==> config.mk <==
export PLATFORM = sky130hd
export DESIGN_NAME = sd_direct_rx
export DESIGN_NICKNAME = d
export VERILOG_FILES = /design/src/verilog/sd_direct_rx.sv
export VERILOG_INCLUDE_DIRS = /design/src /design/src/common
export SDC_FILE = /design/constraint.sdc
export NUM_CORES = 1
export LEC_CHECK = 0
export BUFFER_PORTS_ARGS = -buffer_cell sky130_fd_sc_hd__buf_2
export CAP_MARGIN = 10
export CORE_MARGIN = 2
export CORE_UTILIZATION = 38
export CTS_CLUSTER_SIZE = 25
export DETAILED_ROUTE_END_ITERATION = 10
export GPL_TIMING_DRIVEN = 0
export REMOVE_ABC_BUFFERS = 1
export SLEW_MARGIN = 15
export SYNTH_ARGS = -nofsm -noshare
export SYNTH_HDL_FRONTEND = slang
export SYNTH_SLANG_ARGS = --single-unit
==> constraint.sdc <==
create_clock -name SPI_SCK -period 4.8 [get_ports SPI_SCK]
set_input_delay 0.96 -clock SPI_SCK [delete_from_list [all_inputs] [get_ports SPI_SCK]]
set_output_delay 0.96 -clock SPI_SCK [all_outputs]
set_load 0.05 [all_outputs]
==> src/common/data_io_params.svh <==
`ifndef DATA_IO_PARAMS_SVH
`define DATA_IO_PARAMS_SVH

// width of the memory write address
`define DIO_ADDR_W 25

// first address of every transfer
`define DIO_START_ADDR 0

// sd sector as it arrives on the direct link, crc included
`define DIO_SECTOR_BYTES 514

// payload part of a sector, the two crc bytes follow it
`define DIO_SECTOR_DATA 512

`endif
==> src/verilog/sd_direct_rx.sv <==
`include "data_io_params.svh"

module sd_direct_rx (
	input  logic       SPI_SCK,
	input  logic       SPI_SS4,
	input  logic       sd_di,
	output logic       sector_stb,
	output logic [7:0] sector_byte
);

	localparam int BYTE_W = $clog2(`DIO_SECTOR_BYTES);

	// bit inside the byte
	logic [2:0]        bit_cnt;
	// byte inside the sector, crc bytes included
	logic [BYTE_W-1:0] byte_cnt;
	logic [6:0]        sbuf;
	logic              byte_done;
	// low for the two crc bytes at the end of a sector
	logic              in_data;

	assign byte_done = (bit_cnt == 3'd7);
	assign in_data   = (byte_cnt < BYTE_W'(`DIO_SECTOR_DATA));

	// counters and strobe, cleared while the sd select is high
	always_ff @(posedge SPI_SCK or posedge SPI_SS4) begin
		if (SPI_SS4) begin
			bit_cnt    <= 3'd0;
			byte_cnt   <= '0;
			sector_stb <= 1'b0;
		end else begin
			sector_stb <= 1'b0;
			bit_cnt    <= bit_cnt + 3'd1;
			if (byte_done) begin
				// wrap at the end of each sector
				if (byte_cnt == BYTE_W'(`DIO_SECTOR_BYTES - 1))
					byte_cnt <= '0;
				else
					byte_cnt <= byte_cnt + 1'b1;
				// crc bytes are swallowed here
				sector_stb <= in_data;
			end
		end
	end

	// the card drives the data line directly
	always_ff @(posedge SPI_SCK) begin
		sbuf <= {sbuf[5:0], sd_di};
		if (byte_done && in_data)
			sector_byte <= {sbuf, sd_di};
	end

endmodule

==> results.md <==
- Synth Area in Compound Gates: 2.33%
- Post-Synth XOR/XNOR Area: 6.85%
- Resized cells post-CTS: 0
- M1 wire length: 621 um
- CP startpoint: bit_cnt[0]
- Leakage: 0.000543 uW
- Max Cap Viol: 0
- Final min period: 1910 ps
- CP Max Fanout: 9
- Synth top area cells: dfrtp_1 (34%), edfxtp_1 (24%), dfxtp_1 (14%)
- Reg-to-Reg End: sector_byte[3]
- Vias/cell: 4.74
- First-pass DRT Iterations: 3
- Yosys top cell by area: dfrtp_1
- Share of the synthesized area in the top cell type: 34.3%
- RD Place Congestion: 0.770
- Max Transition Viols Final: 0
- Post-synthesis async set-or-reset flop share: 48.3%
- CP startpoint kind: register
- Post-Synth Adder-Cell Area: under 10%
- TNS Setup: 0 ps
- Cts hold-fix bufs: 0
- Core area: 2520 um^2
- Design internal power: 328 uW
- Critical path class: reg -> reg
- Post-CTS Setup Inserts: 0
- CP endpoint kind: register
- Final std cells w/o fill: 117
- # port buffers: 11
- Full die area: 3120 um^2
- Largest net degree at the start of global routing: 15
- Clk_skew: 5.33 ps
- Switching part of the total power: 19.2%
- NetSw: 78.3 uW
- Die W: 55.9 um
- Final setup viols: 0
- Reg2reg start: bit_cnt[0]
- H-tree Lvls: 2
- Routed WL: 1.38 mm
- CTS max path bufs: 2
- Max IR drop VDD: between 0.15 and 0.2 mV
- Final nets: 93
- Antenna fix cells: 0
- Final worst-path cycle share: about two fifths
- Initial DRC count: 5
- Simple-gate share of the synthesized area: 12.6%
- Initial antenna violation count: 0
- Synth top cells by count: dfrtp_1 (14), edfxtp_1 (8), dfxtp_1 (7), nor2_1 (7), xor2_1 (5)
- Fmax: 525 MHz
- Clock share of power: 36.1%
- Area growth from synthesis to layout: 14.1%
- Worst Max-Slew Pin Slew: ~700 ps
- Final ANT Viol Nets: 0
- Most frequent CP cell: ha_1
- Hold violation total from the final report: 0
- CP max stage cell: nor2b_1
- Routed WL per cell: about 12 um
- Vias in the first global route: 598
- Worst setup margin: a little under 3000 ps
- Most frequent cell after synthesis: dfrtp_1
- R2R Setup Slk: 2890 ps
- CTS buffer count: 5
- Crit path to: sector_byte[3]
- Crit path required time: 4750 ps
- Most used DFF post-synth: dfrtp_1
- Pre-CTS WS: 2900 ps
- Status: finished, final reports clean
- Final design utilization: a little under half
- FP Rows: 18
- Clk Latency, worst-skew pair: 310 ps
- Post-Syn Area: 1020 um^2
- Total Routing Usage GR: between 10% and 20%
- Cells after DPL: 109
- Yosys warnings: 0
- Post-synth cell types: 20
- Post-synthesis sequential area ratio: between 70% and 80%
- Root Buffer: clkbuf_4
- Post-synth EDFFs: 8
- CP Data Arrival Time: 1850 ps
- Slew headroom: 53.3%
- CTS tree: yes
- Layout cells sized above 1: 23.0%
- Met3 routed wirelength: 91 um
- Mux share of post-synthesis cell area: 0%
- Via count: around 560
- First-pass GRT wire length: 2.55 mm
- Avg Inst Size Synth: 14.8 um^2
- DRC: 0
- Yosys reg bits: 29
- Sequential power share: 63.2%
- Gr ovfl total: 0
- Logic pwr share: 0.7%
- Kind of path behind the tightest hold check: reg -> reg
- CP Cell Sequence: ha_1 -> ha_1 -> nor2b_1
- Main combinational cell family by area after synthesis: simple AND/OR/NAND/NOR gates
- Starting density of the core: 40.5%
- Syn Inst Count: 69
- Top Metal Used: met4
- Worst R2R Path Depth: 3
- # IOs: 12
- Slowest stage delay, CP: 630 ps
- Final HPWL DP: around 980 um
- Met2 wire length: 630 um
- Sink Count: 29
- Clock transition at path regs: 80 ps
- Pwr/cell area: 349 nW/um^2
- Unrepaired setup endpoints after global routing: false
- Die height: 55.9 um
[flip-flops by register name (all words and copies together), names as in the netlist]
signal       flops
sector_byte      8
sector_stb       1
sbuf             7
bit_cnt          3
byte_cnt        10
[cells by family (layout without fill, tap and decap cells)]
family	Yosys count	in the layout
DFF	29	29
and+or+nand+nor	21	21
xor gates and xnor gates	8	8
adders and majority gates	4	4
buffers and inverters	4	22
AOI/OAI and AO/OA	3	3
[worst max-delay path, delay by kind of cell (launching register included)]
kind | cells | cell delay (ps)
adders and majority gates | 2 | 550
and+or+nand+nor | 1 | 630
DFF | 1 | 360
[layout by cell type (no fill, tap or decap), types with 2 or more instances in the layout]
cell,Yosys,layout
edfxtp_1,8,8
ha_1,4,4
dfrtp_1,14,14
clkbuf_1,0,2
nand2_1,4,4
inv_1,3,3
nand4_1,4,4
dfxtp_1,7,7
xor2_1,5,5
xnor2_1,3,3
buf_2,0,11
clkbuf_4,0,5
nor2_1,7,7
[worst min path at each step]
stage | slack [ps] | end | cells past startpoint | startpoint
CTS | 350 | sbuf[2] | 0 | sbuf[1]
global route | 360 | sbuf[4] | 0 | sbuf[3]
detailed placement | 340 | sbuf[3] | 0 | sbuf[2]
global placement | 340 | sbuf[4] | 0 | sbuf[3]
floorplan | 330 | sbuf[1] | 0 | sbuf[0]
finish | 350 | sbuf[4] | 0 | sbuf[3]
[power groups by stage]
stage | Sequential, uW | Combinational [uW] | Clock, uW
4_1_cts | 257 | 3.30 | 153
2_1_floorplan | 262 | 1.79 | 0
6_report | 257 | 3.01 | 147
3_3_place_gp | 262 | 3.26 | 0
3_5_place_dp | 262 | 3.28 | 0
5_1_grt | 257 | 3.86 | 164
[per-stage QoR]
| stage | total power [uW] | hold slack, ps | cell area [um^2] |
|---|---|---|---|
| finish | 407 | 351 | 1170 |
| global route | 426 | 362 | 1170 |
| CTS | 414 | 351 | 1170 |
| detailed placement | 266 | 336 | 1110 |
| global placement | 265 | 339 | 1110 |
| floorplan | 264 | 327 | 1010 |
[cell type report]
type                    count  area, um^2
fillers                   239        1360
flip-flops and latches     29         731
multi-input cells          36         273
clock buffers               8        58.8
repair buffers             11        55.1
well taps                  30        37.5
inverters                   3        11.3
[layer usage]
metal	vias up	track usage [%]
li1	274	-
met1	259	12.7
met2	16	15.8
met3	6	4.65
met4	0	9.18
met5	-	0
No activity file was read; power rests on OpenSTA's default activity.
