`config.mk`:
```
export PLATFORM = sky130hd
export DESIGN_NAME = spi_cmd_rx_flat
export DESIGN_NICKNAME = d
export VERILOG_FILES = /design/src/common/data_io_params.svh /design/src/common/data_io_pkg.sv /design/src/common/dio_ctrl_if.sv /design/src/spi_link/spi_cmd_rx.sv /design/src/flat_wrapper.sv
export SDC_FILE = /design/constraint.sdc
export NUM_CORES = 1
export LEC_CHECK = 0
export ABC_AREA = 1
export BUFFER_PORTS_ARGS = -buffer_cell sky130_fd_sc_hd__buf_4
export CAP_MARGIN = 20
export CORE_UTILIZATION = 46
export DETAILED_ROUTE_END_ITERATION = 10
export GPL_ROUTABILITY_DRIVEN = 1
export PLACE_DENSITY_LB_ADDON = 0.3
export SETUP_SLACK_MARGIN = 0.5
export SYNTH_ARGS = -nofsm -noshare
export SYNTH_HDL_FRONTEND = slang
export SYNTH_SLANG_ARGS = --single-unit
```
`constraint.sdc`:
```
create_clock -name SPI_SCK -period 2.5 [get_ports SPI_SCK]
set_input_delay 0.125 -clock SPI_SCK [delete_from_list [all_inputs] [get_ports SPI_SCK]]
set_output_delay 0.125 -clock SPI_SCK [all_outputs]
set_load 0.01 [all_outputs]
```
`src/common/data_io_params.svh`:
```
`ifndef DATA_IO_PARAMS_SVH
`define DATA_IO_PARAMS_SVH

// width of the memory write address
`define DIO_ADDR_W 25

// first address of every transfer
`define DIO_START_ADDR 0

// sd sector as it arrives on the direct link, crc included
`define DIO_SECTOR_BYTES 514

// payload part of a sector, the two crc bytes follow it
`define DIO_SECTOR_DATA 512

`endif
```
`src/common/data_io_pkg.sv`:
```
package data_io_pkg;

	// command opcodes sent by the io controller as the first byte of a frame
	typedef enum logic [7:0] {
		// open or close a download, bit 0 of the data byte selects which
		DIO_FILE_TX     = 8'h53,
		// one download byte
		DIO_FILE_TX_DAT = 8'h54,
		// menu index of the file
		DIO_FILE_INDEX  = 8'h55,
		// 32-byte FAT directory entry
		DIO_FILE_INFO   = 8'h56,
		// open or close an upload
		DIO_FILE_RX     = 8'h57,
		// request the next upload byte
		DIO_FILE_RX_DAT = 8'h58
	} dio_cmd_e;

	// position inside a command-link frame
	typedef enum logic {
		// first byte, the opcode
		PHASE_CMD  = 1'b0,
		// every byte after the opcode
		PHASE_DATA = 1'b1
	} frame_phase_e;

endpackage

```
`src/common/dio_ctrl_if.sv`:
```
interface dio_ctrl_if;

	// one cycle pulse when a download or upload is opened
	logic       xfer_start;
	// session levels
	logic       download;
	logic       upload;
	// one cycle pulse per completed data byte
	logic       data_stb;
	// byte that goes with data_stb
	logic [7:0] data;

	// command receiver side
	modport rx (
		output xfer_start,
		output download,
		output upload,
		output data_stb,
		output data
	);

	// write stage side, no back-pressure
	modport wr (
		input xfer_start,
		input download,
		input upload,
		input data_stb,
		input data
	);

endinterface

```
`src/spi_link/spi_cmd_rx.sv`:
```
module spi_cmd_rx (
	input  logic        SPI_SCK,
	input  logic        SPI_SS2,
	input  logic        SPI_DI,
	dio_ctrl_if.rx      ctrl,
	output logic [7:0]  ioctl_index,
	output logic [23:0] ioctl_fileext,
	output logic [31:0] ioctl_filesize
);
	import data_io_pkg::*;

	// bit position, 0-7 opcode, then 8-15 for every data byte
	logic [3:0]   cnt;
	// first seven bits of the current byte
	logic [6:0]   sbuf;
	// full byte, the last bit taken straight from the line
	logic [7:0]   rx_byte;
	frame_phase_e phase;
	logic         op_done;
	logic         byte_done;
	// opcode of the running frame
	dio_cmd_e     cmd;
	// byte position inside a directory entry
	logic [4:0]   ent_cnt;

	logic         xfer_start_r;
	logic         data_stb_r;
	logic [7:0]   data_r;

	// session state, lives across many frames
	logic         download_r = 1'b0;
	logic         upload_r   = 1'b0;
	logic [7:0]   index_r    = 8'd0;
	logic [23:0]  fileext_r  = 24'd0;
	logic [31:0]  filesize_r = 32'd0;

	assign rx_byte   = {sbuf, SPI_DI};
	assign phase     = frame_phase_e'(cnt[3]);
	assign op_done   = (phase == PHASE_CMD) && (cnt[2:0] == 3'd7);
	assign byte_done = (phase == PHASE_DATA) && (cnt[2:0] == 3'd7);

	// frame control, cleared whenever the select goes high
	always_ff @(posedge SPI_SCK or posedge SPI_SS2) begin
		if (SPI_SS2) begin
			cnt          <= 4'd0;
			ent_cnt      <= 5'd0;
			xfer_start_r <= 1'b0;
			data_stb_r   <= 1'b0;
		end else begin
			xfer_start_r <= 1'b0;
			data_stb_r   <= 1'b0;
			// count 0-7 once, then 8-15 for the rest of the frame
			if (cnt == 4'd15)
				cnt <= 4'd8;
			else
				cnt <= cnt + 4'd1;
			if (byte_done) begin
				case (cmd)
					// opening a session restarts the addresses
					DIO_FILE_TX,
					DIO_FILE_RX:     xfer_start_r <= SPI_DI;
					DIO_FILE_TX_DAT,
					DIO_FILE_RX_DAT: data_stb_r <= 1'b1;
					DIO_FILE_INFO:   ent_cnt <= ent_cnt + 5'd1;
					default: ;
				endcase
			end
		end
	end

	// shift path and session registers
	always_ff @(posedge SPI_SCK) begin
		sbuf <= rx_byte[6:0];
		if (op_done)
			cmd <= dio_cmd_e'(rx_byte);
		if (byte_done) begin
			case (cmd)
				// bit 0 opens or closes the session
				DIO_FILE_TX:     download_r <= SPI_DI;
				DIO_FILE_RX:     upload_r <= SPI_DI;
				DIO_FILE_TX_DAT,
				DIO_FILE_RX_DAT: data_r <= rx_byte;
				DIO_FILE_INDEX:  index_r <= rx_byte;
				DIO_FILE_INFO: begin
					// extension msb first, size lsb first (fat direntry layout)
					case (ent_cnt)
						5'd8:  fileext_r[23:16]  <= rx_byte;
						5'd9:  fileext_r[15:8]   <= rx_byte;
						5'd10: fileext_r[7:0]    <= rx_byte;
						5'd28: filesize_r[7:0]   <= rx_byte;
						5'd29: filesize_r[15:8]  <= rx_byte;
						5'd30: filesize_r[23:16] <= rx_byte;
						5'd31: filesize_r[31:24] <= rx_byte;
						default: ;
					endcase
				end
				default: ;
			endcase
		end
	end

	assign ctrl.xfer_start = xfer_start_r;
	assign ctrl.download   = download_r;
	assign ctrl.upload     = upload_r;
	assign ctrl.data_stb   = data_stb_r;
	assign ctrl.data       = data_r;

	assign ioctl_index    = index_r;
	assign ioctl_fileext  = fileext_r;
	assign ioctl_filesize = filesize_r;

endmodule

```
`src/flat_wrapper.sv`:
```
// flat-port wrapper written by rule: the top's interface ports become plain ports
module spi_cmd_rx_flat import data_io_pkg::*;
  (SPI_SCK, SPI_SS2, SPI_DI, ioctl_index, ioctl_fileext, ioctl_filesize, ctrl_xfer_start, ctrl_download, ctrl_upload, ctrl_data_stb, ctrl_data);
  dio_ctrl_if ctrl_i ();
  input  logic SPI_SCK;
  input  logic SPI_SS2;
  input  logic SPI_DI;
  output logic [7:0] ioctl_index;
  output logic [23:0] ioctl_fileext;
  output logic [31:0] ioctl_filesize;
  output wire logic [$bits(ctrl_i.xfer_start)-1:0] ctrl_xfer_start;
  output wire logic [$bits(ctrl_i.download)-1:0] ctrl_download;
  output wire logic [$bits(ctrl_i.upload)-1:0] ctrl_upload;
  output wire logic [$bits(ctrl_i.data_stb)-1:0] ctrl_data_stb;
  output wire logic [$bits(ctrl_i.data)-1:0] ctrl_data;
  assign ctrl_xfer_start = ctrl_i.xfer_start;
  assign ctrl_download = ctrl_i.download;
  assign ctrl_upload = ctrl_i.upload;
  assign ctrl_data_stb = ctrl_i.data_stb;
  assign ctrl_data = ctrl_i.data;
  spi_cmd_rx u_core (.SPI_SCK(SPI_SCK), .SPI_SS2(SPI_SS2), .SPI_DI(SPI_DI), .ctrl(ctrl_i), .ioctl_index(ioctl_index), .ioctl_fileext(ioctl_fileext), .ioctl_filesize(ioctl_filesize));
endmodule
```
==> flow_metrics.py <==
metrics = {
    "pwr": {
        "pwr-share-comb": 0.005,
        "ir_drop_mv": 0.246,
        "leakagePower_nw": 1.71,
        "finalPower_mw": 2.77,
        "power_density_nw_per_um2": 642,
        "pwr-share-clk": 0.336,
        "power.internal_mw": 2.19,
        "swShare": 0.211,
        "seq_power_share": 0.660,
        "p_sw_uw": 584,
    },
    "grt": {
        "grt_max_degree": 19,
        "antenna_found_initial": 0,
        "grt_overflow_total": 0,
        "grt_pass1_vias": 1687,
        "grt_pass1_wl_um": 8530,
        "grtUsageTotal": 0.165,
    },
    "min_path": {
        "hold_path_class": "input port to asynchronous set/reset pin",
    },
    "placement": {
        "io_buffers": 78,
        "placed_area_sq_um": 4110,
        "dp_hpwl_um": 3910,
        "globalplace.congestion": 0.777,
    },
    "clocking": {
        "clockRootBuffer": "clkbuf_8",
        "tritoncts": "done",
        "cts-buffers-inserted": 9,
        "clk_pin_slew_ns": 0.09,
        "clk_latency_ns": 0.37,
        "cts_sinks": 100,
        "postCtsSetupBuffers": 0,
        "htreeDepth": 3,
        "cts_buffer_depth": 2,
    },
    "drt": {
        "postRouteAntennaNets": 0,
        "drc": 0,
        "wl_per_cell_um": 15.2,
        "vias_per_cell": 4.62,
        "drt_iter0_drc": 80,
        "wl_um": 5930,
        "vias": 1808,
        "first_pass_iters": 4,
    },
    "logic_synthesis": {
        "yosysSeqAreaShare": 0.855,
        "avgSynthCellArea_sq_um": 17.3,
        "syn_nets": 205,
        "netlist_area_sq_um": 3370,
        "synthMuxAreaShare": 0,
        "ys_ff_latch": 100,
        "synth_fa_ha_area_frac": 0.0260,
        "yosysWarnings": 0,
        "synthSimpleGateAreaFrac": 0.0914,
        "synth-xor-area-share": 0.00520,
        "synth_top_family_by_area": "simple AND/OR/NAND/NOR gates",
        "netlist_instances": 195,
        "synth-compound-area-share": 0,
        "synth_cell_types": 17,
    },
    "finish": {
        "syn2layout_area_growth_pct": 28.2,
        "mostFrequentLayoutCell": "buf_4",
        "final_util": 0.621,
        "final_area_sq_um": 4320,
        "layout-drive-gt1-share": 0.369,
        "num_antenna_cells": 0,
        "layout_common_cells": "83 x buf_4, 82 x edfxtp_1, 25 x nand2_1, 18 x inv_1, 16 x nor2_1",
        "nets": 300,
    },
    "run": {
        "drv_cap": 0,
    },
    "worst_setup_path": {
        "critPathKind": "flip-flop to flip-flop",
        "required_ns": 2.58,
        "crit_arrival_ns": 1.94,
        "start_kind": "flip-flop",
        "cp_max_fo": 8,
        "cp_slowest_stage_delay_ns": 0.38,
        "slowest_stage": "dfrtp_1",
        "crit_path_end_kind": "flip-flop",
        "crit_chain": "ha_1, ha_1, nand2_2, nor2_4, inv_1, nor2_1, buf_4",
        "timing.critical_path.mode_cell": "ha_1",
    },
    "outcome": {
        "outcome": "complete, no violations",
    },
    "timing": {
        "rsz0062_at_grt": "false",
        "hold_viol_final": 0,
        "worst_pin_slew_ns": 0.605,
        "relSlewSlack": 0.595,
        "period_share": 0.743,
        "drv_slew": 0,
        "setup_viol_count_final": 0,
        "fin_skew_ns": 0.0134,
        "period_needed_ns": 1.86,
        "fmax_ghz": 0.538,
        "fin_tns_setup_ns": 0,
    },
    "floorplan": {
        "die_area_sq_um": 7670,
        "die_w_um": 87.6,
        "initial_utilization": 0.485,
        "rows": 30,
        "ios": 79,
        "core_sq_um": 6940,
        "fp.dieH_um": 87.6,
    },
}
==> synth_stat cells <==
master     n  area (sq um)
ha_1       7          87.6
nor2_1    19          71.3
edfxtp_1  82          2460
nand3_1   13          65.1
nand3_4    1          17.5
xor2_1     2          17.5
nor3_1     1          5.00
dfrtp_1   11           275
nand4_1    2          12.5
nand2_1   25          93.8
and3_2     1          7.51
inv_1     18          67.6
nor2_4     2          22.5
dfxtp_1    7           140
inv_2      1          3.75
buf_2      1          5.00
nand2_2    2          12.5
==> routing by layer <==
layer	wire length (um)	up-vias	GRT usage
li1	-	869	-
met1	2550	874	0.201
met2	2990	54	0.261
met3	269	11	0.0556
met4	119	0	0.0909
met5	0	-	0
==> layout make-up <==
class	count	area [sq um]
inverters	19	71.3
clock buffers	9	124
fillers	515	2630
multi-input cells	75	420
repair buffers	85	643
flip-flops and latches	100	2880
clock inverters	7	58.8
well taps	96	120
==> registers in the layout (all words and copies together) (netlist names) <==
name,count
u_core.ioctl_index,8
u_core.ioctl_filesize,32
u_core.ent_cnt,5
u_core.cnt,4
u_core.ctrl.xfer_start,1
u_core.cmd,8
u_core.ioctl_fileext,24
u_core.ctrl.download,1
u_core.ctrl.data,8
u_core.ctrl.upload,1
u_core.ctrl.data_stb,1
u_core.sbuf,7
==> worst paths after layout <==
kind	end	start	slack, ns	depth (start not counted)
worst min register to register	u_core.cnt[1]	u_core.cnt[1]	0.53	1
worst max register to register	u_core.ctrl.data[5]	u_core.cnt[0]	0.64	7
min in group SPI_SCK	u_core.cnt[1]	u_core.cnt[1]	0.53	1
worst max-delay path	u_core.ctrl.data[5]	u_core.cnt[0]	0.64	7
worst min-delay path	u_core.ent_cnt[0]	SPI_SS2	0.34	3
max in group asynchronous	u_core.cnt[3]	SPI_SS2	1.83	3
==> critical path: cells and delay by family, from the launching register on <==
family	cells	cell delay [ns]
adder cells (fa/ha/maj)	2	0.36
flip-flops	1	0.38
buffers and inverters	2	0.31
AND/OR/NAND/NOR	3	0.53
==> repair_timing <==
item,CTS,global route
cloned,0,0
resized for setup,1,2
endpoints found under the hold margin,12,0
setup endpoints to repair,7,16
pin swaps,0,0
hold buffers,2,0
==> power by group through the flow <==
stage / Combinational [mW] / Sequential, mW / Clock (mW)
3_5_place_dp: 0.0109 / 1.87 / 0
5_1_grt: 0.0147 / 1.83 / 1.02
3_3_place_gp: 0.0108 / 1.87 / 0
2_1_floorplan: 0.00302 / 1.85 / 0
4_1_cts: 0.0135 / 1.83 / 0.957
6_report: 0.0129 / 1.83 / 0.930
==> cells by family (layout without fill, tap and decap cells) <==
kind of cell | count (synthesis) | in the layout
flops | 100 | 100
simple gates | 66 | 66
xor+xnor | 2 | 2
fa+ha+maj | 7 | 7
buf+inv | 20 | 120
==> stage by stage <==
step	hold slack (ns)	worst slack, ns	std cells
floorplan	-0.0226	0.742	195
global placement	0.176	0.575	373
detailed placement	0.182	0.509	373
CTS	0.334	0.513	391
global route	0.393	0.520	391
finish	0.337	0.643	391
Note: power is estimated with default switching activity, not from simulation.
