`src/common/data_io_params.svh`:
```
`ifndef DATA_IO_PARAMS_SVH
`define DATA_IO_PARAMS_SVH

// width of the memory write address
`define DIO_ADDR_W 25

// first address of every transfer
`define DIO_START_ADDR 0

// sd sector as it arrives on the direct link, crc included
`define DIO_SECTOR_BYTES 514

// payload part of a sector, the two crc bytes follow it
`define DIO_SECTOR_DATA 512

`endif
```
`src/common/data_io_pkg.sv`:
```
package data_io_pkg;

	// command opcodes sent by the io controller as the first byte of a frame
	typedef enum logic [7:0] {
		// open or close a download, bit 0 of the data byte selects which
		DIO_FILE_TX     = 8'h53,
		// one download byte
		DIO_FILE_TX_DAT = 8'h54,
		// menu index of the file
		DIO_FILE_INDEX  = 8'h55,
		// 32-byte FAT directory entry
		DIO_FILE_INFO   = 8'h56,
		// open or close an upload
		DIO_FILE_RX     = 8'h57,
		// request the next upload byte
		DIO_FILE_RX_DAT = 8'h58
	} dio_cmd_e;

	// position inside a command-link frame
	typedef enum logic {
		// first byte, the opcode
		PHASE_CMD  = 1'b0,
		// every byte after the opcode
		PHASE_DATA = 1'b1
	} frame_phase_e;

endpackage

```
`src/spi_link/spi_upload_tx.sv`:
```
module spi_upload_tx (
	input  logic       SPI_SCK,
	input  logic       SPI_SS2,
	input  logic [7:0] ioctl_din,
	output logic       sdo,
	output logic       sdo_oe
);
	import data_io_pkg::*;

	// bits already sampled by the receiver in the current byte
	logic [2:0]   bit_cnt;
	frame_phase_e phase;
	// byte being returned to the controller
	logic [7:0]   shreg;
	logic         oe_r;

	// falling edge control, frame reset on the select
	always_ff @(negedge SPI_SCK or posedge SPI_SS2) begin
		if (SPI_SS2) begin
			bit_cnt <= 3'd0;
			phase   <= PHASE_CMD;
			oe_r    <= 1'b0;
		end else begin
			bit_cnt <= bit_cnt + 3'd1;
			if (bit_cnt == 3'd7)
				phase <= PHASE_DATA;
			// drive from the first bit of the first data byte
			oe_r <= (phase == PHASE_DATA);
		end
	end

	// grab the next byte while its predecessor sends the last bit
	always_ff @(negedge SPI_SCK) begin
		if (bit_cnt == 3'd7)
			shreg <= ioctl_din;
		// msb first
		sdo <= shreg[~bit_cnt];
	end

	assign sdo_oe = oe_r;

endmodule

```
`config.mk`:
```
export PLATFORM = sky130hd
export DESIGN_NAME = spi_upload_tx
export DESIGN_NICKNAME = d
export VERILOG_FILES = /design/src/common/data_io_params.svh /design/src/common/data_io_pkg.sv /design/src/spi_link/spi_upload_tx.sv
export SDC_FILE = /design/constraint.sdc
export NUM_CORES = 1
export LEC_CHECK = 0
export BUFFER_PORTS_ARGS = -buffer_cell sky130_fd_sc_hd__buf_2
export CORE_AREA = 2 2 39 41
export DETAILED_ROUTE_END_ITERATION = 6
export DIE_AREA = 0 0 41 43
export GPL_TIMING_DRIVEN = 0
export PLACE_DENSITY_LB_ADDON = 0.08
export SYNTH_ARGS = -nofsm -noshare
export SYNTH_HDL_FRONTEND = slang
export SYNTH_SLANG_ARGS = --single-unit
```
`constraint.sdc`:
```
create_clock -name SPI_SCK -period 2.9 [get_ports SPI_SCK]
set_input_delay 0.145 -clock SPI_SCK [delete_from_list [all_inputs] [get_ports SPI_SCK]]
set_output_delay 0.145 -clock SPI_SCK [all_outputs]
set_load 0.1 [all_outputs]
```
==> results of run 1 <==
==> layout make-up <==
type | count | area (sq um)
timing repair buffer | 11 | 55.1
clock buffer | 4 | 30.0
tap | 16 | 20.0
multi-input combinational | 6 | 95.1
inverter | 2 | 7.51
fill | 126 | 757
sequential | 14 | 385
clock inverter | 9 | 33.8
==> per-stage QoR <==
stage	util (%)	cells	power (W)	area [sq um]	hold WS, ns
floorplan	-	23	0.000243	492	0.307
global placement	41.0	50	0.000249	567	0.316
detailed placement	41.0	50	0.000250	567	0.325
CTS	45.3	62	0.000395	627	0.326
global route	45.3	62	0.000426	627	0.344
finish	45.3	62	0.000383	627	0.325
==> how the worst max path moves through the flow <==
stage                     endpoint  slack, ns
after floorplan             sdo_oe       0.36
after global placement      sdo_oe       0.53
after detailed placement    sdo_oe       0.53
after CTS                   sdo_oe       0.22
after global routing        sdo_oe       0.19
final                       sdo_oe       0.24
==> where the power goes <==
part	switching (W)	leakage (nW)	internal (W)
logic	0.00000816	0.101	0.00000471
registers	0.000000118	0.136	0.000213
clock network	0.0000789	0.0663	0.0000786
==> layer usage <==
metal  routed length [um]  global-route usage (%)
met2                  310                    14.4
met4                   19                    12.7
met1                  215                    9.57
met3                   52                    5.24
met5                    0                       0
==> logic make-up after synthesis <==
family	synth area share (%)
flip-flops	78.4
adder cells (fa/ha/maj)	5.09
buffers and inverters	2.29
AND/OR/NAND/NOR	1.27
multiplexers	13.0
==> placed cells by master, fill, tap and decap left out, drive strengths merged <==
cell type / n
ha: 2
buf: 11
dfrtn: 5
inv: 11
or2: 1
mux2: 1
edfxtp: 8
clkbuf: 4
dfxtp: 1
mux4: 2
==> flip-flops by register name (all words and copies together), names as in the netlist <==
register / flops
bit_cnt: 3
sdo_oe: 1
phase: 1
shreg: 8
sdo: 1
==> results by group, run 1 <==
Timing
  – Pins over their slew limit: 0
  – Final setup fails: 0
  – Setup TNS: 0 ns
  – Worst Skew: 0.0511 ns
  – Final setup margin: 0.239 ns
  – Slew margin rel.: 67.9%
  – Slew @ Worst Pin: 0.485 ns
  – Final hold vios: 0
  – RSZ-0062 raised after global routing: false

Synth
  – Post-synth top area cell: edfxtp_1
  – Top cells by count, synth: 8 x edfxtp_1, 5 x dfrtn_1, 3 x inv_1
  – Most frequent cell after synthesis: edfxtp_1
  – Synth Net Count: 35
  – Warnings, synthesis: 0
  – Avg Inst Size Synth: 21.4 sq um
  – Synth top area cells: edfxtp_1 49%, dfrtn_1 25%, mux4_1 11%
  – Share of the synthesized area in the top cell type: 48.9%
  – Synth Flop Type: edfxtp_1
  – Register bit count reported by yosys: 14
  – Asr flop ratio synth: 35.7%
  – Mapped cell area: 492 sq um
  – EDFF count, synth: 8
  – Post-synthesis cell count: 23
  – Register area share after synthesis: 78.4%
  – Netlist cell types: 8

Final layout
  – Layout area overhead: 27.5%
  – Share of cells above drive strength 1: 37.0%
  – Final nets: 59
  – Total inserted antenna cells: 0

Drt
  – Residual DRC count: 0
  – Vias: 266
  – Initial DRC Count: 3
  – Initial DRT Pass Iterations: 2
  – Final wirelength: 597 um
  – Final ANT Viol Nets: 0
  – Routed wire per std cell: 9.63 um
  – Vias per cell: 4.29

Global routing
  – Number of global-route vias before repair: 324
  – Pin count of the biggest net entering global routing: 10
  – All-Layer GR Usage: 10.5%
  – First-pass GRT wire length: 1140 um
  – Initial antenna violation count: 0
  – Grt ovf: 0

Critical path
  – Slowest CP cell: buf_2
  – WP data arrival: 2.52 ns
  – CP Launch Type: flip-flop
  – Critical Path Stages: 1
  – CP endpoint kind: output pin
  – Max incr delay on CP: 0.41 ns
  – Reg-to-Reg End: sdo
  – Crit path kind: reg -> out
  – CP Max Fanout: 1
  – CP delay by family, top: buffers and inverters
  – Worst r2r path cells: 2
  – Critical path, cell by cell: buf_2
  – Critical R2R Launch: bit_cnt[0]
  – Req. time, crit path: 2.76 ns
  – CP Buf/Inv Count: 1
  – R2R setup slack: 1.49 ns
  – Setup crit start: sdo_oe

Clock network
  – Post-CTS Resized: 0
  – Post-CTS Setup Bufs: 0
  – TritonCTS buffer count: 3
  – CTS tree: built
  – Root Buffer: clkbuf_4
  – CTS clock-pin slew for the worst setup and hold paths: 0.06 ns
  – Clk_lat worst skew: 0.32 ns
  – Post-CTS Hold Fix Bufs: 0
  – # H-tree levels: 1
  – Worst-case clock buffer depth: 2
  – Total clock sinks: 14

Hold path
  – Worst Hold End: sdo_oe
  – WHS Path Cells: 0
  – Worst hold path type: reg -> reg
  – Hold_sp: phase

Place
  – Gp weighted congestion: 0.589
  – Setup slack after placement: 0.528 ns
  – Port buffer count: 11

Run status
  – Status: finished, final reports clean

Power
  – Peak supply drop: 0.267 mV
  – Pwr dens: 611 nW/um^2
  – Leak: 0.303 nW

Floorplan
  – Core Region: 1380 sq um
  – Chip width: 41 um
  – DIE HEIGHT: 43 um
  – Die area: 1760 sq um
  – Cell row count: 14
  – Starting Density: 35.5%
  – # IOs: 12

Run
  – MaxCap Viol Count: 0
(Power assumes the default switching activity.)
==> run 2, diff against run 1 <==
--- a/config.mk
+++ b/config.mk
@@ -5,6 +5,7 @@
 export SDC_FILE = /design/constraint.sdc
 export NUM_CORES = 1
 export LEC_CHECK = 0
+export ABC_AREA = 1
 export BUFFER_PORTS_ARGS = -buffer_cell sky130_fd_sc_hd__buf_2
 export CORE_AREA = 2 2 39 41
 export DETAILED_ROUTE_END_ITERATION = 6
==> run 2 against run 1 <==
Against the previous run: critical path depth is the same; setup slack lost 0.0042 ns; synthesized cell count grew 100%; sequential cell count is the same; non-clock buffer count is the same; via count grew 24%; design area grew 6.6%; clock skew grew 0.0056 ns; total power shrank 1.8%; register-to-register slack lost 0.03 ns; final cell count grew 39%; sequential power is essentially flat; highest routed layer unchanged.
==> results by group, run 2 <==
Synth
  – Post-synthesis cell count: 47 (was 23)
  – Mapped cell area: 537 sq um (was 492 sq um)
  – Main combinational cell family by area after synthesis: simple AND/OR/NAND/NOR gates (was multiplexers)
  – Register area share after synthesis: 71.8% (was 78.4%)
  – Avg Inst Size Synth: 11.4 sq um (was 21.4 sq um)
  – Share of the synthesized area in the top cell type: 44.8% (was 48.9%)
  – Synth top area cells: edfxtp_1 45%, dfrtn_1 23%, inv_1 8.4% (was edfxtp_1 49%, dfrtn_1 25%, mux4_1 11%)
  – Post-synthesis xor/xnor area fraction: 0% (unchanged)
  – Top cells by count, synth: 12 x inv_1, 12 x nand2_1, 8 x edfxtp_1 (was 8 x edfxtp_1, 5 x dfrtn_1, 3 x inv_1)
  – Register bit count reported by yosys: 14 (unchanged)
  – Netlist cell types: 10 (was 8)
  – Synth Flop Type: edfxtp_1 (unchanged)
  – Post-synth top area cell: edfxtp_1 (unchanged)
  – Post-synthesis compound-gate area fraction: 0% (unchanged)
  – Asr flop ratio synth: 35.7% (unchanged)
  – Synth Net Count: 59 (was 35)
  – Warnings, synthesis: 0 (unchanged)
  – Mux contribution to synthesized area: 0% (was 13.0%)
  – EDFF count, synth: 8 (unchanged)
  – Post-Synth Simple-Gate Area: 14.5% (was 1.27%)
  – Adder-cell area share of the yosys netlist: 4.66% (was 5.09%)

Clock network
  – TritonCTS buffer count: 3 (unchanged)
  – # H-tree levels: 1 (unchanged)
  – Worst-case clock buffer depth: 2 (unchanged)
  – Root Buffer: clkbuf_4 (unchanged)
  – Post-CTS Setup Bufs: 0 (unchanged)
  – Post-CTS Resized: 0 (unchanged)
  – Total clock sinks: 14 (unchanged)
  – CTS clock-pin slew for the worst setup and hold paths: 0.06 ns (about the same)
  – Post-CTS Hold Fix Bufs: 0 (unchanged)
  – CTS tree: built (unchanged)
  – Clk_lat worst skew: 0.33 ns (was 0.32 ns)

Final layout
  – Most frequent cells in the layout: 20 x inv_1, 12 x nand2_1, 11 x buf_2, 8 x edfxtp_1, 5 x dfrtn_1 (was 11 x inv_1, 11 x buf_2, 8 x edfxtp_1, 5 x dfrtn_1, 4 x clkbuf_4)
  – Largest register FFs: 8 (unchanged)
  – Layout area overhead: 24.5% (was 27.5%)
  – Final nets: 83 (was 59)
  – Final core occ: 48.3% (was 45.3%)
  – Fillers: 132 (was 126)
  – Leading cell type in the layout, fill and taps excluded: inv_1
  – Largest regs: shreg (8), bit_cnt (3) (unchanged)
  – Total inserted antenna cells: 0 (unchanged)
  – Share of cells above drive strength 1: 24.3% (was 37.0%)
  – Top reg by flops: shreg (unchanged)

Critical path
  – Worst r2r path cells: 3 (was 2)
  – CP Launch Type: flip-flop (unchanged)
  – CP Buf/Inv Count: 1 (unchanged)
  – Slowest CP cell: buf_2 (unchanged)
  – R2R setup slack: 1.46 ns (was 1.49 ns)
  – Crit path kind: reg -> out (unchanged)
  – Reg-to-Reg End: phase (was sdo)
  – Max incr delay on CP: 0.41 ns (about the same)
  – Req. time, crit path: 2.76 ns (about the same)
  – Critical R2R Launch: bit_cnt[0] (unchanged)
  – CP Max Fanout: 1 (unchanged)
  – CP delay by family, top: buffers and inverters (unchanged)
  – Critical path, cell by cell: buf_2 (unchanged)
  – CP endpoint kind: output pin (unchanged)
  – WP data arrival: 2.52 ns (about the same)

Floorplan
  – Chip width: 41 um (unchanged)
  – DIE HEIGHT: 43 um (unchanged)
  – Cell row count: 14 (unchanged)
  – Starting Density: 38.8% (was 35.5%)
  – # IOs: 12 (unchanged)
  – Core Region: 1380 sq um (unchanged)
  – Die area: 1760 sq um (unchanged)

Global routing
  – Initial antenna violation count: 0 (unchanged)
  – First-pass GRT wire length: 1150 um (was 1140 um)
  – Grt ovf: 0 (unchanged)
  – All-Layer GR Usage: 11.0% (was 10.5%)
  – Number of global-route vias before repair: 284 (was 324)
  – Pin count of the biggest net entering global routing: 10 (unchanged)

Drt
  – Initial DRC Count: 2 (was 3)
  – Vias per cell: 3.83 (was 4.29)
  – Vias: 329 (was 266)
  – Initial DRT Pass Iterations: 4 (was 2)
  – Routed wire per std cell: 7.85 um (was 9.63 um)
  – Residual DRC count: 0 (unchanged)
  – Final ANT Viol Nets: 0 (unchanged)
  – Final wirelength: 675 um (was 597 um)

Place
  – Port buffer count: 11 (unchanged)
  – Detailed placement HPWL: 502 um
  – Gp weighted congestion: 0.657 (was 0.589)

Timing
  – Worst Skew: 0.0566 ns (was 0.0511 ns)
  – Slew @ Worst Pin: 0.485 ns (about the same)
  – Final setup fails: 0 (unchanged)
  – Pins over their slew limit: 0 (unchanged)
  – Setup TNS: 0 ns (unchanged)
  – RSZ-0062 raised after global routing: false (unchanged)
  – Slew margin rel.: 67.9% (about the same)
  – Final hold vios: 0 (unchanged)

Hold path
  – Worst Hold End: sdo_oe (unchanged)
  – WHS Path Cells: 0 (unchanged)
  – Worst hold path type: reg -> reg (unchanged)
  – Hold_sp: phase (unchanged)

Run status
  – Status: finished, final reports clean (unchanged)

Power
  – Leak: 0.358 nW (was 0.303 nW)
  – Pwr dens: 564 nW/um^2 (was 611 nW/um^2)
  – Peak supply drop: 0.319 mV (was 0.267 mV)

Run
  – MaxCap Viol Count: 0 (unchanged)
run 2: changes by cell type after synthesis, sizes merged:
| cell | delta |
|---|---|
| inv | +10 |
| mux4 | -2 |
| nand2 | +13 |
| mux2 | -1 |
| nand3 | +4 |
run 2: how the worst max path moves through the flow:
stage / end / from / slack (ns) / depth (start not counted)
floorplan: sdo_oe / sdo_oe / 0.36 / 0
global placement: sdo_oe / sdo_oe / 0.53 / 1
detailed placement: sdo_oe / sdo_oe / 0.53 / 1
CTS: sdo_oe / sdo_oe / 0.22 / 1
global route: sdo_oe / sdo_oe / 0.19 / 1
finish: sdo_oe / sdo_oe / 0.23 / 1
run 2: metal layers:
layer / GRT usage [%] / share of wire [%]
met5: 0 / 0
met4: 12.0 / 2.8
met3: 3.14 / 5.8
met2: 13.1 / 47
met1: 14.3 / 44
run 2: cell families (layout without fill, tap and decap cells):
kind of cell / count (synthesis) / count (layout)
simple gates: 18 / 18
flops: 14 / 14
buf+inv: 13 / 36
fa+ha+maj: 2 / 2
run 2: where the power goes:
part           internal, W  total (W)  switching (W)
Sequential        0.000213   0.000213    0.000000138
Clock            0.0000659   0.000151      0.0000850
Combinational   0.00000471  0.0000128     0.00000812
Total             0.000283   0.000377      0.0000932
run 2: metrics by stage:
step	instances	setup slack [ns]	total power, W	area, sq um	hold slack (ns)
final	86	0.235	0.000377	668	0.320
after global routing	86	0.192	0.000413	668	0.341
after CTS	86	0.220	0.000385	668	0.325
after detailed placement	74	0.529	0.000250	612	0.325
after global placement	74	0.526	0.000250	612	0.320
after floorplan	47	0.356	0.000243	537	0.307
run 2: final cells by class:
type / instances / area (sq um) / share of cell area, %
Clock inverter: 10 / 37.5 / 5.62
Sequential cell: 14 / 385 / 57.7
Inverter: 12 / 45.0 / 6.74
Multi-Input combinational cell: 20 / 103 / 15.4
Timing Repair Buffer: 11 / 55.1 / 8.24
Tap cell: 16 / 20.0 / 3.00
Clock buffer: 3 / 22.5 / 3.37
