**src/common/data_io_params.svh**
```systemverilog
`ifndef DATA_IO_PARAMS_SVH
`define DATA_IO_PARAMS_SVH

// width of the memory write address
`define DIO_ADDR_W 25

// first address of every transfer
`define DIO_START_ADDR 0

// sd sector as it arrives on the direct link, crc included
`define DIO_SECTOR_BYTES 514

// payload part of a sector, the two crc bytes follow it
`define DIO_SECTOR_DATA 512

`endif
```
**src/common/dio_ctrl_if.sv**
```systemverilog
interface dio_ctrl_if;

	// one cycle pulse when a download or upload is opened
	logic       xfer_start;
	// session levels
	logic       download;
	logic       upload;
	// one cycle pulse per completed data byte
	logic       data_stb;
	// byte that goes with data_stb
	logic [7:0] data;

	// command receiver side
	modport rx (
		output xfer_start,
		output download,
		output upload,
		output data_stb,
		output data
	);

	// write stage side, no back-pressure
	modport wr (
		input xfer_start,
		input download,
		input upload,
		input data_stb,
		input data
	);

endinterface

```
**src/verilog/ioctl_writer.sv**
```systemverilog
`include "data_io_params.svh"

module ioctl_writer (
	input  logic                   SPI_SCK,
	input  logic                   SPI_SS2,
	dio_ctrl_if.wr                 ctrl,
	input  logic                   sector_stb,
	input  logic [7:0]             sector_byte,
	input  logic [31:0]            filesize,
	output logic                   ioctl_download,
	output logic                   ioctl_upload,
	output logic                   ioctl_wr,
	output logic [`DIO_ADDR_W-1:0] ioctl_addr,
	output logic [7:0]             ioctl_dout
);

	localparam logic [`DIO_ADDR_W-1:0] START = `DIO_ADDR_W'(`DIO_START_ADDR);

	// download byte from the command link
	logic                   cmd_wr;
	// upload read request
	logic                   cmd_rd;
	// direct byte still inside the file
	logic                   direct_acc;
	// direct byte parked for one cycle after a collision
	logic                   hold_valid;
	logic [7:0]             hold_byte;
	logic                   do_write;
	logic [7:0]             wr_byte;
	logic                   wr_r;
	logic [7:0]             dout_r;

	// session state, reloaded at each transfer start
	logic [`DIO_ADDR_W-1:0] wr_addr    = START;
	logic [`DIO_ADDR_W-1:0] addr_r     = START;
	logic [31:0]            filepos    = 32'd0;
	logic                   download_r = 1'b0;
	logic                   upload_r   = 1'b0;

	assign cmd_wr     = ctrl.data_stb & ctrl.download;
	assign cmd_rd     = ctrl.data_stb & ctrl.upload;
	assign direct_acc = sector_stb && (filepos < filesize);
	assign do_write   = cmd_wr | hold_valid | direct_acc;

	// command link wins, then a parked direct byte, then a fresh one
	always_comb begin
		if (cmd_wr)
			wr_byte = ctrl.data;
		else if (hold_valid)
			wr_byte = hold_byte;
		else
			wr_byte = sector_byte;
	end

	always_ff @(posedge SPI_SCK or posedge SPI_SS2) begin
		if (SPI_SS2) begin
			wr_r       <= 1'b0;
			hold_valid <= 1'b0;
		end else begin
			wr_r       <= do_write;
			hold_valid <= cmd_wr & direct_acc;
		end
	end

	always_ff @(posedge SPI_SCK) begin
		if (cmd_wr && direct_acc)
			hold_byte <= sector_byte;
		if (do_write) begin
			dout_r  <= wr_byte;
			addr_r  <= wr_addr;
			wr_addr <= wr_addr + 1'b1;
		end
		// upload only steps the read address
		if (cmd_rd)
			addr_r <= addr_r + 1'b1;
		if (direct_acc)
			filepos <= filepos + 32'd1;
		if (!ctrl.download)
			download_r <= 1'b0;
		if (!ctrl.upload)
			upload_r <= 1'b0;
		// new transfer, back to the start address
		if (ctrl.xfer_start) begin
			wr_addr    <= START;
			addr_r     <= START;
			filepos    <= 32'd0;
			download_r <= ctrl.download;
			upload_r   <= ctrl.upload;
		end
	end

	assign ioctl_wr       = wr_r;
	assign ioctl_dout     = dout_r;
	assign ioctl_addr     = addr_r;
	assign ioctl_download = download_r;
	assign ioctl_upload   = upload_r;

endmodule

```
**src/flat_wrapper.sv**
```systemverilog
// flat-port wrapper written by rule: the top's interface ports become plain ports
module ioctl_writer_flat 
  (SPI_SCK, SPI_SS2, sector_stb, sector_byte, filesize, ioctl_download, ioctl_upload, ioctl_wr, ioctl_addr, ioctl_dout, ctrl_xfer_start, ctrl_download, ctrl_upload, ctrl_data_stb, ctrl_data);
  dio_ctrl_if ctrl_i ();
  input  logic SPI_SCK;
  input  logic SPI_SS2;
  input  logic sector_stb;
  input  logic [7:0] sector_byte;
  input  logic [31:0] filesize;
  output logic ioctl_download;
  output logic ioctl_upload;
  output logic ioctl_wr;
  output logic [`DIO_ADDR_W-1:0] ioctl_addr;
  output logic [7:0] ioctl_dout;
  input wire logic [$bits(ctrl_i.xfer_start)-1:0] ctrl_xfer_start;
  input wire logic [$bits(ctrl_i.download)-1:0] ctrl_download;
  input wire logic [$bits(ctrl_i.upload)-1:0] ctrl_upload;
  input wire logic [$bits(ctrl_i.data_stb)-1:0] ctrl_data_stb;
  input wire logic [$bits(ctrl_i.data)-1:0] ctrl_data;
  assign ctrl_i.xfer_start = ctrl_xfer_start;
  assign ctrl_i.download = ctrl_download;
  assign ctrl_i.upload = ctrl_upload;
  assign ctrl_i.data_stb = ctrl_data_stb;
  assign ctrl_i.data = ctrl_data;
  ioctl_writer u_core (.SPI_SCK(SPI_SCK), .SPI_SS2(SPI_SS2), .ctrl(ctrl_i), .sector_stb(sector_stb), .sector_byte(sector_byte), .filesize(filesize), .ioctl_download(ioctl_download), .ioctl_upload(ioctl_upload), .ioctl_wr(ioctl_wr), .ioctl_addr(ioctl_addr), .ioctl_dout(ioctl_dout));
endmodule
```
**config.mk**
```make
export PLATFORM = sky130hd
export DESIGN_NAME = ioctl_writer_flat
export DESIGN_NICKNAME = d
export VERILOG_FILES = /design/src/common/dio_ctrl_if.sv /design/src/verilog/ioctl_writer.sv /design/src/flat_wrapper.sv
export VERILOG_INCLUDE_DIRS = /design/src /design/src/common
export SDC_FILE = /design/constraint.sdc
export NUM_CORES = 1
export LEC_CHECK = 0
export ABC_AREA = 1
export BUFFER_PORTS_ARGS = -buffer_cell sky130_fd_sc_hd__buf_2
export CORE_MARGIN = 2
export CORE_UTILIZATION = 50
export CTS_CLUSTER_SIZE = 24
export DETAILED_ROUTE_END_ITERATION = 10
export HOLD_SLACK_MARGIN = 0.08
export PLACE_DENSITY_LB_ADDON = 0.15
export SYNTH_ARGS = -nofsm -noshare
export SYNTH_HDL_FRONTEND = slang
export SYNTH_SLANG_ARGS = --single-unit
```
**constraint.sdc**
```tcl
create_clock -name SPI_SCK -period 3.25 [get_ports SPI_SCK]
set_input_delay 0.65 -clock SPI_SCK [delete_from_list [all_inputs] [get_ports SPI_SCK]]
set_output_delay 0.65 -clock SPI_SCK [all_outputs]
set_load 0.01 [all_outputs]
```
==> results of run 1 <==
## report_power, final
group          switching, W  internal, W
logic              0.000166    0.0000784
registers         0.0000157      0.00131
clock network      0.000517     0.000523
## worst register-to-register path, delay by kind of cell, from the launching register on
family	cells	cell delay (ps)
flip-flops	1	510
AND/OR/NAND/NOR	11	1630
adder cells (fa/ha/maj)	1	290
buffers and inverters	1	40
## layout make-up
type,count,share of cell area (%)
clock inverter,7,0.6464
timing repair buffer,98,6.763
tap,176,2.917
sequential,102,29.57
multi-input combinational,750,52.30
inverter,97,4.823
clock buffer,9,2.984
## layer usage
metal | vias up | part of all wire, %
met5 | - | 0
met4 | 0 | 1.1
met1 | 3043 | 50
li1 | 3418 | -
met2 | 236 | 42
met3 | 15 | 7.0
## cells in the mapped netlist (all sizes together)
cell,number
nand2,288
a21oi,98
inv,97
nor2,90
dfxtp,82
nand3,54
nand4,47
ha,34
xor2,32
o21ai,30
nor3,29
xnor2,21
clkbuf,20
buf,18
edfxtp,18
nor4,10
a31oi,9
o22ai,3
dfrtp,2
nand3b,2
a21o,1
and2,1
o21bai,1
## cells by family after synthesis
group	after synthesis
XOR/XNOR	53
flip-flops	102
buffers and inverters	135
AND/OR/NAND/NOR	521
adder cells (fa/ha/maj)	34
AO/OA/AOI/OAI	142
## per-stage QoR
step,power (W),std cells,instance area [µm²]
2_1_floorplan,0.001519,987,6748
3_3_place_gp,0.001599,1223,7274
3_5_place_dp,0.001602,1223,7274
4_1_cts,0.002624,1239,7548
5_1_grt,0.002712,1239,7548
6_report,0.002614,1239,7548
## worst max path at each step
stage | startpoint | end | slack [ps] | cells after the start
after global routing | u_core.filepos[17] | u_core.wr_addr[8] | 450 | 10
final | u_core.filepos[22] | u_core.wr_addr[17] | 680 | 13
after detailed placement | filesize[31] | u_core.wr_addr[8] | 340 | 12
after global placement | filesize[31] | u_core.wr_addr[8] | 370 | 12
after floorplan | filesize[31] | u_core.hold_byte[0] | 610 | 13
after CTS | filesize[31] | u_core.wr_addr[17] | 690 | 12
## state kept, by name (all words and copies together) (netlist names)
signal	count
u_core.wr_addr	25
u_core.ioctl_download	1
u_core.hold_valid	1
u_core.ioctl_addr	25
u_core.ioctl_wr	1
u_core.filepos	32
u_core.hold_byte	8
u_core.ioctl_upload	1
u_core.ioctl_dout	8
==> impl_metrics.toml, run 1 <==
[die]
chipHeight_um = 120.2
io_pins = 91
start_util_pct = 51.16
die_area_um2 = 14440
rows = 42
fp.coreArea_um2 = 13190
die_w_um = 120.2

[critical_path]
critPathMaxFanout = 44
path_buf_inv = 1
reg2reg_from = "u_core.filepos[22]"
reg2reg_depth = 13
worstPathCellList = "ha_1 > nand2_1 > inv_2 > nand3_1 > nor2_1 > nand2_1 > nand3_1 > nor2_1 > nand2_4 > nand2_4 > nand3_1 > nand2_1 > nor2_1"
required_ps = 3500
critPathTopFamily = "simple AND/OR/NAND/NOR gates"
crit_path_end_kind = "flop"
rrSetupSlack_ps = 680
cp-start-kind = "flop"
worst_ep_arrival_time_ps = 2820
worst_r2r_endpoint = "u_core.wr_addr[17]"
slowest_delay_ps = 510
crit_slowest_cell = "dfxtp_1"
critical_path_class = "flop to flop"

[logic_synthesis]
synthesis.area_um2 = 6748
ys_top_cells_by_area = "dfxtp_1 (24%), nand2_1 (16%), edfxtp_1 (8.0%)"
yosys_register_bits = 102
synth_compound_area_share_pct = 10.83
syn_nets = 1076
yosysUniqueCellTypes = 36
synth_xor_xnor_area_share_pct = 6.879
yosysSeqAreaShare_pct = 33.08
yosysTopAreaCellShare_pct = 24.33
synthMuxAreaShare_pct = 0
synth-adder-area-share_pct = 6.304
synth_warnings = 0
synth_simple_gate_area_share_pct = 34.32
synth_top_area_cell = "dfxtp_1"
synthCells = 987
synth_top_family_by_area = "simple AND/OR/NAND/NOR gates"
avgSynthCellArea_um2 = 6.837

[route]
wire_per_inst_um = 14.13
ant_nets = 0
post-route-drc-count = 0
finalWirelength_um = 17500
vias = 6712
drt_first_pass_iters = 5
via_per_inst = 5.417
drt-initial-drc-count = 577

[clocking]
tritoncts = "yes"
post_cts_buffers = 0
cts-buffers-inserted = 9
htree_levels = 3
clock-sinks = 102
root_buffer = "clkbuf_16"
clk_path_buf_depth = 2
ctsResizeCount = 0
hold_buffers = 0
clk_latency_ps = 360
clkSlewWorstSetupHoldPaths_ps = 70

[timing]
period_share_pct = 79.15
fin_setup_tns_ps = 0
min_period_ps = 2572
fin_skew_ps = 7.632
setup_viol = 0
hold_viol_final = 0
tightest_slew_ps = 799.2
holdWs_ps = 130.9
grt_setup_unrepaired = "false"
clock.fmax_ghz = 0.3887
fin_ws_ps = 677.6
slew_headroom_pct = 46.72
drv_slew = 0

[grt]
grt_pass1_vias = 5896
grt_max_degree = 72
grt_pass1_wl_um = 28770
met1_usage_pct = 37.74
busiest_layer = "met1"
grt_overflow = 0
use_met3_pct = 3.113
use_met2_pct = 36.01
grt_usage_pct = 24.51
antenna_found_initial = 0

[power]
max-vdd-ir-drop_uv = 252.5
leakagePower_nw = 3.106
power_density_nw_per_um2 = 346.2

[layout]
final_common_cell = "nand2_1"
final_cell_mix = "nand2_1 (285), a21oi_1 (97), inv_1 (93)"
final_nets = 1147
regArea_um2 = 2232
multiInputGateArea_um2 = 3948
fill_cells = 1350
area_delta_synth_final_pct = 11.87
utilization_pct = 57.23
drive_above_1_share_pct = 13.08
antenna-diode-count = 0

[place]
io_buffers = 90
place.gp.congestion = 0.9138
hpwl_um = 12710
pre_cts_ws_ps = 336.5

[run]
maxCapViolations = 0

[min_path]
hold_class = "primary input to asynchronous set/reset pin"

[status]
outcome = "completed"
No activity file was read; power rests on OpenSTA's default activity.
==> run 2, diff against run 1 <==
==> constraint.sdc (replaced) <==
create_clock -name SPI_SCK -period 2.4 [get_ports SPI_SCK]
set_input_delay 0.48 -clock SPI_SCK [delete_from_list [all_inputs] [get_ports SPI_SCK]]
set_output_delay 0.48 -clock SPI_SCK [all_outputs]
set_load 0.01 [all_outputs]
==> run 2 against run 1 <==
Effect of this change: global-route usage rose by 0.94 points; die area unchanged; worst setup slack worse by 450 ps; clock skew barely moved; fmax increased by 18%; critical path depth fell by 2; first-iteration DRC count is 2.3% higher; register-to-register slack worse by 450 ps; flip-flop and latch count unchanged; largest cell class unchanged.
==> impl_metrics.toml, run 2 (synthesis results as in run 1) <==
[status]
outcome = "completed"

[timing]
slew_headroom_pct = 57.83
setup_viol = 0
fin_skew_ps = 7.557
fin_ws_ps = 226.0
tightest_slew_ps = 631.8
period_share_pct = 90.58
hold_viol_final = 0
drv_slew = 0
grt_setup_unrepaired = "false"
fin_setup_tns_ps = 0
clock.fmax_ghz = 0.4600
min_period_ps = 2174

[layout]
fill_cells = 1350
final_cell_mix = "nand2_1 (285), a21oi_1 (97), inv_1 (93)"
drive_above_1_share_pct = 14.68
regArea_um2 = 2232
largest_reg_flops = 32
antenna-diode-count = 0
utilization_pct = 59.13
area_delta_synth_final_pct = 15.58
final_nets = 1167
multiInputGateArea_um2 = 3950
regMostFlops = "u_core.filepos"
final_common_cell = "nand2_1"

[critical_path]
cp-start-kind = "flop"
worst_ep_arrival_time_ps = 2230
critical_path_class = "flop to flop"
required_ps = 2460
crit_path_end_kind = "flop"
critPathMaxFanout = 9

[die]
start_util_pct = 51.16
chipHeight_um = 120.2
io_pins = 91
fp.coreArea_um2 = 13190
die_w_um = 120.2
die_area_um2 = 14440
rows = 42

[route]
vias = 6739
wire_per_inst_um = 14.11
drt-initial-drc-count = 590
via_per_inst = 5.353
finalWirelength_um = 17760
drt_first_pass_iters = 5
post-route-drc-count = 0
ant_nets = 0

[power]
total_power_w = 0.003626
max-vdd-ir-drop_uv = 399.4
power_density_nw_per_um2 = 465.0
leakagePower_nw = 3.245

[place]
place.gp.congestion = 0.9277
hpwl_um = 13130
io_buffers = 90
pre_cts_ws_ps = 31.52

[clocking]
clkSlewWorstSetupHoldPaths_ps = 70
cts-buffers-inserted = 9
clk_latency_ps = 360
tritoncts = "yes"
htree_levels = 3
clock-sinks = 102
clk_path_buf_depth = 2
root_buffer = "clkbuf_16"

[min_path]
hold_class = "primary input to flop"

[grt]
grt_pass1_vias = 6115
antenna_found_initial = 0
grt_max_degree = 72
grt_pass1_wl_um = 29870
grt_usage_pct = 25.45
grt_overflow = 0

[run]
maxCapViolations = 0
[run 2: changes by cell type in the layout (fill, tap and decap cells not counted)]
| cell | change |
|---|---|
| clkinv_2 | -1 |
| clkbuf_16 | +1 |
| clkinv_4 | +1 |
| buf_12 | +6 |
| buf_4 | +13 |
| nor2_2 | +1 |
| inv_6 | -1 |
| dlygate4sd3_1 | +1 |
| nor2_1 | -1 |
[run 2: area by class of cell]
class                           instances  share of cell area (%)
Clock buffer                           10                   3.209
Tap cell                              176                   2.824
Timing Repair Buffer                  118                   9.466
Sequential cell                       102                   28.62
Multi-Input combinational cell        750                   50.65
Inverter                               97                   4.669
Clock inverter                          6                  0.5615
[run 2: where the power goes]
group	internal, W	switching [W]
Sequential	0.00178	0.0000188
Clock	0.000771	0.000689
Combinational	0.000134	0.000234
[run 2: critical path, cell delays in order, from the launching register on]
cell     delay (ps)
dfxtp_1         440
ha_1            290
a21oi_1         130
nor2_1           50
nor3_1          130
nand2_1          90
nand2_1          60
nand2_1         130
nand2_2         110
nand2_4         110
nor2_2          140
buf_4           200
[run 2: path summary, 6_finish.rpt]
path                       depth (start not counted)               start             endpoint  slack [ps]
hold reg to reg                                    2  u_core.wr_addr[22]   u_core.wr_addr[22]         510
setup reg to reg                                  11   u_core.filepos[5]  u_core.hold_byte[6]         230
max in group asynchronous                          3             SPI_SS2      u_core.ioctl_wr        1770
setup / recovery                                  11   u_core.filepos[5]  u_core.hold_byte[6]         230
min in group asynchronous                          3             SPI_SS2    u_core.hold_valid         520
hold / removal                                     1      sector_byte[1]  u_core.hold_byte[1]         320
[run 2: metrics by stage]
step / cells / instance area [µm²] / hold slack [ps]
after floorplan: 987 / 6750 / 221.2
after global placement: 1242 / 7495 / 334.8
after detailed placement: 1242 / 7495 / 339.0
after CTS: 1259 / 7799 / 314.1
after global routing: 1259 / 7799 / 319.9
final: 1259 / 7799 / 320.4
[run 2: what timing repair did]
item                      in CTS  in global routing
buffers inserted               0                  0
hold buffers                   1                  0
hold endpoints to repair       2                  0
gates resized for setup        0                  0
[run 2: metal layers]
metal  GRT usage [%]  part of all wire [%]  routed length (µm)  up-vias
li1                -                     -                   -     3458
met1           37.41                    49                8748     3063
met2           39.03                    43                7632      203
met3           3.538                   6.6                1165       15
met4           7.059                   1.2                 215        0
met5               0                     0                   0        -
==> run 3, diff against run 2 <==
==> constraint.sdc (replaced) <==
create_clock -name SPI_SCK -period 2.2 [get_ports SPI_SCK]
set_input_delay 0.44 -clock SPI_SCK [delete_from_list [all_inputs] [get_ports SPI_SCK]]
set_output_delay 0.44 -clock SPI_SCK [all_outputs]
set_load 0.01 [all_outputs]
==> run 3 against run 2 <==
Effect of this change: core utilization rose by 2.8 points; clock-buffer cell count rose by 1; first-iteration DRC count rose by 1.9%; critical path depth fell by 2; non-clock buffer count rose by 28; die area did not move; combinational power rose by 18%; sequential power rose by 9%; fmax rose by 5.5%; worst hold slack got worse by 42 ps; sequential share of layout area fell by 1.2 points; critical path type unchanged; critical endpoint is now u_core.ioctl_dout[6]; highest routed layer unchanged.
==> impl_metrics.toml, run 3 (synthesis results as in run 1) <==
[die]
chipHeight_um = 120.2
die_w_um = 120.2
fp.coreArea_um2 = 13190
start_util_pct = 51.16
die_area_um2 = 14440
rows = 42
io_pins = 91

[layout]
multiInputGateArea_um2 = 4051
regArea_um2 = 2236
regMostFlops = "u_core.filepos"
final_common_cell = "nand2_1"
largest_reg_flops = 32
final_nets = 1197
drive_above_1_share_pct = 17.79
final_cell_mix = "nand2_1 (283), a21oi_1 (97), inv_1 (93)"
antenna-diode-count = 0
area_delta_synth_final_pct = 20.97
fill_cells = 1273

[clocking]
htree_levels = 3
root_buffer = "clkbuf_16"
cts-buffers-inserted = 9
clock-sinks = 102
clkSlewWorstSetupHoldPaths_ps = 70
tritoncts = "yes"
clk_path_buf_depth = 2
clk_latency_ps = 360

[place]
hpwl_um = 13220
pre_cts_ws_ps = -106.6
place.gp.congestion = 0.9620
io_buffers = 90

[timing]
period_share_pct = 93.67
clock.fmax_ghz = 0.4853
slew_headroom_pct = 60.89
fin_skew_ps = 12.07
holdWs_ps = 278.0
hold_viol_final = 0
fin_setup_tns_ps = 0
setup_viol = 0
min_period_ps = 2061
fin_ws_ps = 139.3
tightest_slew_ps = 586.0
drv_slew = 0

[critical_path]
cp-start-kind = "flop"
critPathMaxFanout = 9
critical_path_class = "flop to flop"
worst_ep_arrival_time_ps = 2120
required_ps = 2260
crit_path_end_kind = "flop"

[grt]
grt_pass1_vias = 6094
grt_pass1_wl_um = 29550
grt_usage_pct = 25.19
grt_max_degree = 72
antenna_found_initial = 0
grt_overflow = 0

[power]
seqPwrFrac_pct = 47.4
leakagePower_nw = 3.448
clockPowerShare_pct = 42.0
power_density_nw_per_um2 = 506.5
power_frac_comb_pct = 10.5
p_sw_share_pct = 24.82
p_int_w = 0.003109
max-vdd-ir-drop_uv = 375.5
p_sw_w = 0.001026

[route]
via_per_inst = 5.400
finalWirelength_um = 18030
ant_nets = 0
wire_per_inst_um = 13.99
drt_first_pass_iters = 5
drt-initial-drc-count = 601
post-route-drc-count = 0
vias = 6961

[min_path]
hold_class = "primary input to flop"

[status]
outcome = "completed"

[run]
maxCapViolations = 0
-- run 3: cell count changes in the layout (fill, tap and decap cells not counted), moves of 2 or more --
cell	previous run	this run
buf_4	21	47
bufinv_16	0	2
clkbuf_1	0	2
clkinv_4	2	0
dfxtp_1	82	79
dfxtp_2	0	3
nand2_1	285	283
nand2_8	0	2
nor2_1	86	84
nor2_4	0	3
-- run 3: layer usage --
metal,global-route usage (%),share of wire (%)
met1,37.18,50
met2,37.86,42
met3,3.868,6.6
met4,7.794,1.4
met5,0,0
-- run 3: worst max-delay path, stage by stage (launching register included) --
cell,delay [ps]
dfxtp_1,400
ha_1,300
a21oi_1,130
o21ai_0,80
nand2_1,90
nand3_1,120
nor2_4,240
nand2_8,130
nand2_8,100
buf_4,190
-- run 3: final cells by class --
cell class / count / area share [%]
Clock buffer: 11 / 2.851
Clock inverter: 5 / 0.9810
Inverter: 97 / 4.460
Multi-Input combinational cell: 752 / 49.63
Sequential cell: 102 / 27.39
Tap cell: 176 / 2.698
Timing Repair Buffer: 146 / 11.99
-- run 3: repair_timing --
action / 4_1_cts / 5_1_grt
buffers inserted: 0 / 1
endpoints found under the hold margin: 2 / 0
setup endpoints to repair: 0 / 94
hold buffers: 1 / 0
gates resized for setup: 0 / 20
-- run 3: power groups by stage --
stage	Sequential, W	Combinational [W]	Clock [W]
CTS	0.00196	0.000414	0.00175
global route	0.00196	0.000481	0.00183
finish	0.00196	0.000436	0.00174
global placement	0.00200	0.000407	0
detailed placement	0.00200	0.000411	0
floorplan	0.00201	0.000232	0
-- run 3: worst paths after layout --
path / start / cells past startpoint / end / slack [ps]
worst min-delay path: sector_byte[6] / 1 / u_core.hold_byte[6] / 280
worst max register to register: u_core.filepos[25] / 9 / u_core.ioctl_dout[6] / 140
worst min register to register: u_core.wr_addr[21] / 2 / u_core.wr_addr[21] / 500
max in group asynchronous: SPI_SS2 / 3 / u_core.ioctl_wr / 1620
worst max-delay path: u_core.filepos[25] / 9 / u_core.ioctl_dout[6] / 140
min in group asynchronous: SPI_SS2 / 3 / u_core.hold_valid / 470
-- run 3: through the flow --
| step | power (W) | utilization, % | cells | instance area (µm²) |
|---|---|---|---|---|
| 6_report | 0.004135 | 61.89 | 1289 | 8163 |
| 5_1_grt | 0.004276 | 61.89 | 1289 | 8163 |
| 4_1_cts | 0.004126 | 60.88 | 1285 | 8030 |
| 3_5_place_dp | 0.002414 | 58.43 | 1268 | 7707 |
| 3_3_place_gp | 0.002409 | 58.43 | 1268 | 7707 |
| 2_1_floorplan | 0.002245 | - | 987 | 6755 |
